==> src/rtl/perf_cnt_pkg.sv <==
package perf_cnt_pkg;

  // ----------------------------------------
  // sizes
  // ----------------------------------------
  localparam int CNT_NB = 6;  // counter slots
  localparam int EVT_NB = 5;  // raw event lines from the chip
  localparam int DATA_W = 32; // register word
  localparam int ADDR_W = 3;  // slot address, covers CNT_NB

  typedef logic [DATA_W-1:0] cnt_data_t; // counter value / reg data
  typedef logic [ADDR_W-1:0] cnt_addr_t; // slot address

  // ----------------------------------------
  // counting modes
  // ----------------------------------------
  typedef enum logic [2:0] {
    PULSE,    // +1 per high cycle, saturates
    EDGE,     // +1 per rising edge, saturates
    DURATION, // longest high run seen
    LOW,      // low half of 64b pair, wraps
    HIGH      // high half, fed by carry, saturates
  } cnt_mode_e;

  // marks a slot with no event line of its own
  localparam int EVT_NONE = -1;

  // ----------------------------------------
  // per-slot tables, slot 0 first
  // ----------------------------------------
  localparam cnt_mode_e CNT_MODE [CNT_NB] = '{
    PULSE,    // slot 0
    EDGE,     // slot 1
    DURATION, // slot 2
    LOW,      // slot 3
    HIGH,     // slot 4, pairs with slot 3
    PULSE     // slot 5
  };

  localparam int CNT_EVT_IDX [CNT_NB] = '{
    0,        // slot 0
    1,        // slot 1
    2,        // slot 2
    3,        // slot 3
    EVT_NONE, // slot 4 counts the carry of slot 3
    4         // slot 5
  };

endpackage

==> src/rtl/perf_cnt_front.sv <==
`timescale 1ns/10ps

module perf_cnt_front (
  input  logic                              clk,
  input  logic                              s_rst_n,

  input  logic [perf_cnt_pkg::EVT_NB-1:0]   evt_i,   // raw levels
  input  logic                              wr_en_i, // sw write strobe
  input  perf_cnt_pkg::cnt_addr_t           wr_addr_i,
  input  perf_cnt_pkg::cnt_data_t           wr_data_i,
  input  logic                              carry_i, // wrap pulse of the LOW slot

  output logic [perf_cnt_pkg::CNT_NB-1:0]   inc_o,   // registered increments
  output logic [perf_cnt_pkg::CNT_NB-1:0]   load_o,  // registered loads
  output perf_cnt_pkg::cnt_data_t           load_data_o
);

  logic [perf_cnt_pkg::CNT_NB-1:0] inc_d;  // strobes before the register
  logic [perf_cnt_pkg::CNT_NB-1:0] load_d;

  // ----------------------------------------
  // event conditioning, one rule per slot
  // ----------------------------------------
  for (genvar gi = 0; gi < perf_cnt_pkg::CNT_NB; gi++) begin : gen_slot
    if (perf_cnt_pkg::CNT_MODE[gi] == perf_cnt_pkg::HIGH) begin : gen_high
      // no event line, counts the carry of its LOW partner
      assign inc_d[gi] = carry_i;
    end else if (perf_cnt_pkg::CNT_MODE[gi] == perf_cnt_pkg::EDGE) begin : gen_edge
      logic evt_q; // level at previous edge

      always_ff @(posedge clk) begin
        if (!s_rst_n) begin
          evt_q <= 1'b0;
        end else begin
          evt_q <= evt_i[perf_cnt_pkg::CNT_EVT_IDX[gi]];
        end
      end

      // low before, high now
      assign inc_d[gi] = evt_i[perf_cnt_pkg::CNT_EVT_IDX[gi]] & ~evt_q;
    end else begin : gen_level
      // PULSE, LOW and DURATION all take the plain level
      assign inc_d[gi] = evt_i[perf_cnt_pkg::CNT_EVT_IDX[gi]];
    end

    // one-hot write decode
    assign load_d[gi] = wr_en_i && (wr_addr_i == perf_cnt_pkg::cnt_addr_t'(gi));
  end

  // ----------------------------------------
  // strobe register
  // ----------------------------------------
  always_ff @(posedge clk) begin
    if (!s_rst_n) begin
      inc_o  <= '0;
      load_o <= '0;
    end else begin
      inc_o  <= inc_d;
      load_o <= load_d;
    end
  end

  // write data, shared by all slots
  always_ff @(posedge clk) begin
    if (wr_en_i) begin
      load_data_o <= wr_data_i; // held until next write
    end
  end

  // a write must hit an existing slot, else it is silently lost
  a_wr_addr_range : assert property (
    @(posedge clk) disable iff (!s_rst_n)
    wr_en_i |-> (wr_addr_i < perf_cnt_pkg::cnt_addr_t'(perf_cnt_pkg::CNT_NB))
  ) else $error("write to slot %0d, only %0d slots", wr_addr_i, perf_cnt_pkg::CNT_NB);

endmodule

==> src/rtl/perf_cnt_slice.sv <==
`timescale 1ns/10ps

module perf_cnt_slice #(
  parameter perf_cnt_pkg::cnt_mode_e MODE = perf_cnt_pkg::PULSE, // counting rule
  parameter int                      IDX  = 0                    // slot number
) (
  input  logic                    clk,
  input  logic                    s_rst_n,

  input  logic                    inc_i,       // count strobe from the front
  input  logic                    load_i,      // sw load, wins over inc_i
  input  perf_cnt_pkg::cnt_data_t load_data_i,

  output perf_cnt_pkg::cnt_data_t value_o,     // count, or max for DURATION
  output logic                    carry_o      // wrap pulse, LOW only
);

  perf_cnt_pkg::cnt_data_t cnt;  // visible value
  logic                    cnt_full;

  assign cnt_full = (cnt == '1);

  if (MODE == perf_cnt_pkg::DURATION) begin : gen_dur
    // ----------------------------------------
    // run length and its maximum
    // ----------------------------------------
    perf_cnt_pkg::cnt_data_t run; // length of the current high run
    logic                    run_full;

    assign run_full = (run == '1);

    always_ff @(posedge clk) begin
      if (!s_rst_n) begin
        run <= '0;
        cnt <= '0;
      end else begin
        if (!inc_i) begin
          run <= '0;         // run over
        end else if (!run_full) begin
          run <= run + 1'b1; // sticks at all ones
        end

        // max follows run one edge later
        if (load_i) begin
          cnt <= load_data_i;
        end else if (run > cnt) begin
          cnt <= run;
        end
      end
    end

    assign carry_o = 1'b0;
  end else begin : gen_cnt
    // ----------------------------------------
    // plain counter
    // ----------------------------------------
    perf_cnt_pkg::cnt_data_t cnt_nxt;
    logic                    cnt_step; // counter moves this cycle

    // LOW wraps through zero, others stop at all ones
    assign cnt_step = inc_i && (!cnt_full || (MODE == perf_cnt_pkg::LOW));

    always_comb begin
      cnt_nxt = cnt;
      if (load_i) begin
        cnt_nxt = load_data_i;
      end else if (cnt_step) begin
        cnt_nxt = cnt + 1'b1;
      end
    end

    always_ff @(posedge clk) begin
      if (!s_rst_n) begin
        cnt <= '0;
      end else begin
        cnt <= cnt_nxt;
      end
    end

    // pulse in the cycle that ends with the wrap to zero
    assign carry_o = (MODE == perf_cnt_pkg::LOW) && inc_i && !load_i && cnt_full;
  end

  assign value_o = cnt;

  if (MODE == perf_cnt_pkg::LOW) begin : gen_chk_low
    // carry only where the low half really wraps
    a_carry_wrap : assert property (
      @(posedge clk) disable iff (!s_rst_n)
      carry_o |=> (value_o == '0)
    ) else $error("slot %0d: carry without a wrap to zero", IDX);
  end else begin : gen_chk
    // saturated value only leaves all ones through a sw load
    a_sat_hold : assert property (
      @(posedge clk) disable iff (!s_rst_n)
      (cnt_full && !load_i) |=> $stable(value_o)
    ) else $error("slot %0d: saturated value moved without load", IDX);
  end

endmodule

==> src/rtl/perf_cnt_readback.sv <==
`timescale 1ns/10ps

module perf_cnt_readback (
  input  logic                                                 clk,
  input  logic                                                 s_rst_n,

  input  perf_cnt_pkg::cnt_data_t [perf_cnt_pkg::CNT_NB-1:0]   slot_value_i, // all slots
  input  logic                                                 rd_en_i,      // read strobe
  input  perf_cnt_pkg::cnt_addr_t                              rd_addr_i,

  output perf_cnt_pkg::cnt_data_t                              rd_data_o,
  output logic                                                 rd_valid_o    // 1 cycle
);

  perf_cnt_pkg::cnt_data_t sel_data; // addressed slot
  logic                    addr_ok;

  // ----------------------------------------
  // slot select
  // ----------------------------------------
  assign addr_ok = (rd_addr_i < perf_cnt_pkg::cnt_addr_t'(perf_cnt_pkg::CNT_NB));

  always_comb begin
    sel_data = '0; // holes in the map read zero
    if (addr_ok) begin
      sel_data = slot_value_i[rd_addr_i];
    end
  end

  // ----------------------------------------
  // output register
  // ----------------------------------------
  always_ff @(posedge clk) begin
    if (!s_rst_n) begin
      rd_valid_o <= 1'b0;
    end else begin
      rd_valid_o <= rd_en_i;
    end
  end

  always_ff @(posedge clk) begin
    if (rd_en_i) begin
      rd_data_o <= sel_data; // value as seen at the strobe edge
    end
  end

endmodule

==> src/rtl/perf_cnt_top.sv <==
`timescale 1ns/10ps

module perf_cnt_top (
  input  logic                            clk,
  input  logic                            s_rst_n,

  input  logic [perf_cnt_pkg::EVT_NB-1:0] evt_i,     // event levels

  input  logic                            wr_en_i,   // sw write
  input  perf_cnt_pkg::cnt_addr_t         wr_addr_i,
  input  perf_cnt_pkg::cnt_data_t         wr_data_i,

  input  logic                            rd_en_i,   // sw read
  input  perf_cnt_pkg::cnt_addr_t         rd_addr_i,
  output perf_cnt_pkg::cnt_data_t         rd_data_o,
  output logic                            rd_valid_o
);

  logic [perf_cnt_pkg::CNT_NB-1:0]                     inc;   // front -> slices
  logic [perf_cnt_pkg::CNT_NB-1:0]                     load;
  logic [perf_cnt_pkg::CNT_NB-1:0]                     carry; // slices -> front
  logic                                                carry_any;
  perf_cnt_pkg::cnt_data_t                             load_data;
  perf_cnt_pkg::cnt_data_t [perf_cnt_pkg::CNT_NB-1:0]  slot_value;

  // only the LOW slot ever raises its carry
  assign carry_any = |carry;

  perf_cnt_front front0 (
    .clk         (clk),
    .s_rst_n     (s_rst_n),
    .evt_i       (evt_i),
    .wr_en_i     (wr_en_i),
    .wr_addr_i   (wr_addr_i),
    .wr_data_i   (wr_data_i),
    .carry_i     (carry_any),
    .inc_o       (inc),
    .load_o      (load),
    .load_data_o (load_data)
  );

  // ----------------------------------------
  // counter slots
  // ----------------------------------------
  for (genvar gi = 0; gi < perf_cnt_pkg::CNT_NB; gi++) begin : gen_slice
    perf_cnt_slice #(
      .MODE (perf_cnt_pkg::CNT_MODE[gi]),
      .IDX  (gi)
    ) slice0 (
      .clk         (clk),
      .s_rst_n     (s_rst_n),
      .inc_i       (inc[gi]),
      .load_i      (load[gi]),
      .load_data_i (load_data),
      .value_o     (slot_value[gi]),
      .carry_o     (carry[gi])
    );
  end

  perf_cnt_readback rdbk0 (
    .clk          (clk),
    .s_rst_n      (s_rst_n),
    .slot_value_i (slot_value),
    .rd_en_i      (rd_en_i),
    .rd_addr_i    (rd_addr_i),
    .rd_data_o    (rd_data_o),
    .rd_valid_o   (rd_valid_o)
  );

endmodule

==> config.mk <==
export PLATFORM = sky130hd
export DESIGN_NAME = perf_cnt_top
export DESIGN_NICKNAME = d
export VERILOG_FILES = /design/src/rtl/perf_cnt_pkg.sv /design/src/rtl/perf_cnt_front.sv /design/src/rtl/perf_cnt_slice.sv /design/src/rtl/perf_cnt_readback.sv /design/src/rtl/perf_cnt_top.sv
export SDC_FILE = /design/constraint.sdc
export NUM_CORES = 1
export LEC_CHECK = 0
export ABC_AREA = 1
export BUFFER_PORTS_ARGS = -buffer_cell sky130_fd_sc_hd__buf_4
export CORE_MARGIN = 5
export CORE_UTILIZATION = 52
export DETAILED_ROUTE_END_ITERATION = 12
export GPL_TIMING_DRIVEN = 0
export PLACE_DENSITY = 0.66
export SLEW_MARGIN = 10
export SYNTH_ARGS = -nofsm -noshare
export SYNTH_HDL_FRONTEND = slang
export SYNTH_SLANG_ARGS = --single-unit
==> constraint.sdc <==
create_clock -name clk -period 5.3 [get_ports clk]
set_input_delay 0.265 -clock clk [delete_from_list [all_inputs] [get_ports clk]]
set_output_delay 0.265 -clock clk [all_outputs]
set_load 0.02 [all_outputs]
==> results of run 1 <==
-- per-stage QoR --
step / cell area, sq um / utilization [%]
floorplan: 19400 / -
global placement: 20500 / 55.9
detailed placement: 20500 / 55.9
CTS: 22100 / 60.3
global route: 22100 / 60.3
finish: 22100 / 60.3
-- where the power goes --
| group | switching, mW | internal, mW |
|---|---|---|
| combinational | 0.783 | 0.392 |
| clock | 1.06 | 1.51 |
| sequential | 0.236 | 2.49 |
| total | 2.08 | 4.39 |
-- how the worst max path moves through the flow --
stage / start / to / slack, ns / depth (start not counted)
final: gen_slice[2].slice0.value_o[7] / gen_slice[2].slice0.value_o[27] / 2.75 / 14
after global routing: gen_slice[2].slice0.value_o[7] / gen_slice[2].slice0.value_o[26] / 2.56 / 14
after CTS: gen_slice[2].slice0.value_o[3] / gen_slice[2].slice0.value_o[27] / 2.80 / 17
after detailed placement: s_rst_n / gen_slice[4].slice0.value_o[28] / 2.69 / 5
after global placement: s_rst_n / front0.inc_o[2] / 2.64 / 5
after floorplan: gen_slice[2].slice0.gen_dur.run[19] / gen_slice[2].slice0.value_o[23] / 3.43 / 14
-- Yosys cell counts, types with 8 or more instances --
cell type,count
nand2_1,845
inv_1,328
nor2_1,273
dfxtp_1,238
o21ai_0,225
nand3_1,206
a21oi_1,174
xor2_1,110
nor3_1,99
clkbuf_1,97
edfxtp_1,64
nand4_1,47
ha_1,38
o211ai_1,33
a31oi_1,29
a22oi_1,16
buf_1,16
o21a_1,16
buf_2,12
a21boi_0,11
xnor2_1,9
o22ai_1,8
-- critical path, delay by kind of cell (launching register included) --
kind            cells  cell delay (ns)
compound gates      1             0.18
fa+ha+maj           1             0.30
buf+inv             2             0.50
flops               1             0.42
simple gates       10             1.04
-- cell families (layout without fill, tap and decap cells) --
family                   count (synthesis)  count (layout)  share of synthesized area [%]
XOR/XNOR                               119             119                           5.38
AND/OR/NAND/NOR                       1521            1521                           33.3
adder cells (fa/ha/maj)                 38              38                           2.46
flip-flops                             302             302                           34.5
AO/OA/AOI/OAI                          520             520                           14.8
other                                    0               1                              0
multiplexers                             1               1                         0.0517
buffers and inverters                  472             656                           9.49
-- sequential cells by signal (all words and copies together), names as in the netlist --
signal                          flops
front0.gen_slot.gen_edge.evt_q      1
front0.inc_o                        6
front0.load_data_o                 32
front0.load_o                       6
gen_slice.slice0.gen_dur.run       32
gen_slice.slice0.value_o          192
rdbk0.rd_data_o                    32
rdbk0.rd_valid_o                    1
-- what timing repair did --
item	CTS	global route
resized for setup	0	0
hold endpoints to repair	44	0
hold buffers	42	0
-- layout make-up --
class	instances	area, sq um
repair buffers	118	991
flip-flops and latches	302	6690
clock inverters	15	163
fillers	3600	14600
well taps	468	586
inverters	340	1280
clock buffers	51	1030
multi-input cells	2199	10800
plain buffers	132	557
diodes	1	2.50
-- routing by layer --
layer  part of all wire [%]  GRT usage (%)  up-vias  wire length (um)
met5                  0.017              0        -                14
met4                    8.4           26.5        2              6920
met3                     12           9.77      309              9960
met2                     42           58.6     1370             34500
met1                     38           49.9     9866             31400
li1                       -              -    10000                 -
==> out/metrics.yaml, run 1 <==
outcome: "completed"
cpPeakStageDelay_ns: 0.42
max-cap-violations: 0
fin_tns_setup_ns: 0
cp_cell_sequence: "inv_1 -> ha_1 -> a21o_1 -> nor2_1 -> nand2_1 -> nand2_1 -> nand2_1 -> nand2_1 -> nand2_1 -> nand2_1 -> clkbuf_1 -> nand3_1 -> nand2_1 -> nor2_1"
io_pins: 80
synth-seq-cells: 302
core-area_sq_mm: 0.0367
final.period_utilization_pct: 48.1
power_mw: 6.47
drc_errors: 0
synth.largest_area_cell: "dfxtp_1"
slew-limit-headroom_pct: 29.1
most-common-layout-cells: "nand2_1, inv_1, nor2_1"
dp_slack_ns: 2.69
cts_sinks: 302
start_util_pct: 52.7
hold_path_end: "rdbk0.rd_valid_o"
synth_edf_count: 64
grtUsageTotal_pct: 39.2
antenna_found_initial: 4
async_reset_ff_share_pct: 0
holdCritPathClass: "input port to register"
avgRoutedWirePerCell_um: 22.8
drtPass1Iterations: 8
cts_tree: "built"
hold_depth: 3
dp.cells: 3517
post_cts_buffers: 0
gr-total-overflow: 0
synth_area_leaders: "dfxtp_1, nand2_1, edfxtp_1"
seq_area_frac_synth_pct: 34.5
reg2regPathDepth: 14
gp_congestion: 1.07
finalClockSkew_ns: 0.0260
final_hold_viol_count: 0
grt_pass1_vias: 20000
avgSynthCellArea_sq_um: 6.51
r2r_end: "gen_slice[2].slice0.value_o[27]"
fp.dieArea_sq_mm: 0.0412
syn_inst: 2973
ir_worst_vdd_v: 0.000252
r2r_slack_ns: 2.75
ant_nets: 0
tightest_slew_ns: 1.06
synth-main-ff-cell: "dfxtp_1"
fin_crit_ns: 2.55
final_cells: 3626
hpwl_um: 61900
via_count: 21600
yosysTopAreaCellShare_pct: 24.6
clk_pin_slew_ns: 0.06
cts_inserted_buffers: 36
worst_slack_ns: 2.75
layout.nets: 3214
numPortBuffers: 76
hold_ws_ns: 0.138
crit_type: "register to register"
syn_nets: 3058
synth_cell_type_count: 51
grt_pass1_wl_um: 122000
setup-violations-final: 0
row_count: 70
cts.htree.levels: 2
layout-drive-gt1-share_pct: 6.02
ctsLongestPathBuffers: 3
clk_latency_ns: 0.58
required_ns: 5.75
synthToLayoutAreaGrowth_pct: 14.3
max_freq_mhz: 393
layout_commonest_cell: "nand2_1"
synth_warnings: 0
endpoint_kind: "register"
rsz0062_at_grt: "false"
start_kind: "register"
r2r-start: "gen_slice[2].slice0.value_o[7]"
finalMaxSlewViolations: 0
chipWidth_um: 203
cpMostUsedCell: "nand2_1"
clockRootBuffer: "clkbuf_16"
first_iter_violations: 3041
die_h_um: 203
arrival_ns: 3.00
powerDensity_mw_per_mm2: 292
drt-total-wl_um: 82800
crit_slowest_cell: "dfxtp_1"
via_per_inst: 5.95
worstPathMaxFanout: 10
grt_max_degree: 36
hold_start: "rd_en_i"
p_leak_nw: 8.93
syn_area_sq_mm: 0.0194
Power figures use the tool's default switching activity.
==> run 2: changes to the inputs <==
- PLACE_DENSITY: 0.66 -> 0.69
- clock period: 5.3 -> 2.2 ns (I/O delays scaled with it)
==> run 2 against run 1 <==
  * Via count up 1.1%
  * Non-clock buffer count up 9
  * Combinational power rose to 2.5 times the previous value
  * Total power rose to 2.5 times the previous value
  * Largest power group is now clock
  * Highest routed layer unchanged
==> out/metrics.yaml, run 2 (synthesized netlist as in run 1, its figures left out) <==
ant_nets: 0
clockRootBuffer: "clkbuf_16"
worstPathMaxFanout: 10
finalClockSkew_ns: 0.0221
ir_worst_vdd_v: 0.000766
largest_reg_flops: 192
final_hold_viol_count: 0
tightest_slew_ns: 1.11
highest_layer: "met5"
endpoint_kind: "register"
avgRoutedWirePerCell_um: 22.9
start_util_pct: 52.7
clk_latency_ns: 0.58
cpPeakStageDelay_ns: 0.38
finalMaxSlewViolations: 0
cts_tree: "built"
gp_congestion: 1.07
drt-total-wl_um: 83400
grtUsageTotal_pct: 39.1
fin_crit_ns: 2.12
n_antenna_cell: 0
grt_max_degree: 36
cts.htree.levels: 2
r2r_end: "gen_slice[4].slice0.value_o[3]"
row_count: 70
core-area_sq_mm: 0.0367
r2r-start: "gen_slice[4].slice0.value_o[1]"
slew-limit-headroom_pct: 25.7
gr-total-overflow: 0
drc_errors: 0
max-cap-violations: 0
arrival_ns: 2.54
layout-drive-gt1-share_pct: 9.15
powerDensity_mw_per_mm2: 716
cpMostUsedCell: "nand2_2"
hold_start: "wr_en_i"
p_leak_nw: 9.15
grt_pass1_wl_um: 123000
ctsLongestPathBuffers: 3
crit_type: "register to register"
drtPass1Iterations: 6
hold_path_end: "front0.load_data_o[27]"
required_ns: 2.62
via_count: 21800
fin_area_sq_mm: 0.0227
outcome: "completed"
hold_depth: 1
hpwl_um: 62000
die_h_um: 203
fp.dieArea_sq_mm: 0.0412
via_per_inst: 6.00
cts_inserted_buffers: 37
synthToLayoutAreaGrowth_pct: 17.1
r2r_slack_ns: 0.08
layout_commonest_cell: "nand2_1"
layout.nets: 3224
most-common-layout-cells: "nand2_1, inv_1, nor2_1"
route.met2.wl_um: 35100
chipWidth_um: 203
wl_met3_um: 10100
holdCritPathClass: "input port to register"
max_freq_mhz: 472
final.period_utilization_pct: 96.2
clk_pin_slew_ns: 0.06
cp_cell_sequence: "ha_2 -> nand2_2 -> nor2_4 -> nand2_2 -> nor2_2 -> nand2_1 -> nand2_4 -> nor2_1 -> buf_2 -> a21boi_0 -> a21oi_1"
placed_area_sq_mm: 0.0205
reg2regPathDepth: 11
cts_sinks: 302
grt_pass1_vias: 20200
first_iter_violations: 2832
utilization_pct: 61.8
setup-violations-final: 0
numPortBuffers: 76
crit_slowest_cell: "dfxtp_2"
io_pins: 80
antenna_found_initial: 5
start_kind: "register"
m1WireLength_um: 31600
[run 2: cell types whose count changed in the layout (fill, tap and decap cells not counted), moves of 4 or more]
cell / delta
dfxtp_2: +34
ha_1: -5
clkbuf_1: -13
buf_4: +14
clkbuf_4: +5
nor2_1: -11
nor3_1: -10
nor2_2: +8
nor3_4: +4
nand3_1: -4
nor3_2: +6
dfxtp_1: -37
[run 2: timing repair]
| item | CTS | global route |
|---|---|---|
| setup buffers | 0 | 9 |
| endpoints found under the hold margin | 47 | 0 |
| setup endpoints to repair | 107 | 161 |
| pin swaps | 0 | 10 |
| resized for setup | 23 | 112 |
| hold buffers | 43 | 0 |
[run 2: worst max path at each step]
stage / from / endpoint / cells past startpoint
after global routing: gen_slice[4].slice0.value_o[1] / gen_slice[4].slice0.value_o[3] / 11
after global placement: s_rst_n / front0.inc_o[3] / 5
after CTS: gen_slice[0].slice0.value_o[7] / gen_slice[0].slice0.value_o[20] / 13
after detailed placement: s_rst_n / front0.inc_o[5] / 5
final: gen_slice[4].slice0.value_o[1] / gen_slice[4].slice0.value_o[3] / 11
after floorplan: gen_slice[2].slice0.gen_dur.run[19] / gen_slice[2].slice0.value_o[23] / 14
[run 2: area by class of cell]
cell class	count	area (sq um)
fillers	3502	14000
flip-flops and latches	302	6740
well taps	468	586
multi-input cells	2199	11100
inverters	340	1290
plain buffers	131	593
clock inverters	19	233
clock buffers	49	1070
repair buffers	128	1070
[run 2: stage by stage]
stage          hold slack, ns  instances  worst slack [ns]  power [mW]  TNS (ns)
6_report               0.0918       3636            0.0829        16.2         0
5_1_grt                0.0994       3636            -0.109        16.8    -0.813
4_1_cts                0.0793       3628           0.00843        16.0         0
3_5_place_dp            0.289       3517            -0.253        9.31    -13.51
3_3_place_gp            0.288       3517            -0.309        9.25    -10.83
2_1_floorplan           0.189       2973             0.326        8.15         0
[run 2: critical path: cells and delay by family (launching register included)]
family | cells | cell delay (ns)
AND/OR/NAND/NOR | 7 | 0.85
flip-flops | 1 | 0.38
AO/OA/AOI/OAI | 2 | 0.30
buffers and inverters | 1 | 0.24
adder cells (fa/ha/maj) | 1 | 0.21
[run 2: where the power goes]
group          switching [mW]  internal (mW)  total, mW
sequential              0.560           6.01       6.57
combinational            1.92           1.04       2.96
clock                    2.66           4.03       6.70
total                    5.14           11.1       16.2
[run 2: routing by layer]
layer | GRT usage (%) | up-vias
li1 | - | 10100
met1 | 49.3 | 10000
met2 | 60.2 | 1397
met3 | 9.92 | 335
met4 | 24.0 | 8
met5 | 0 | -
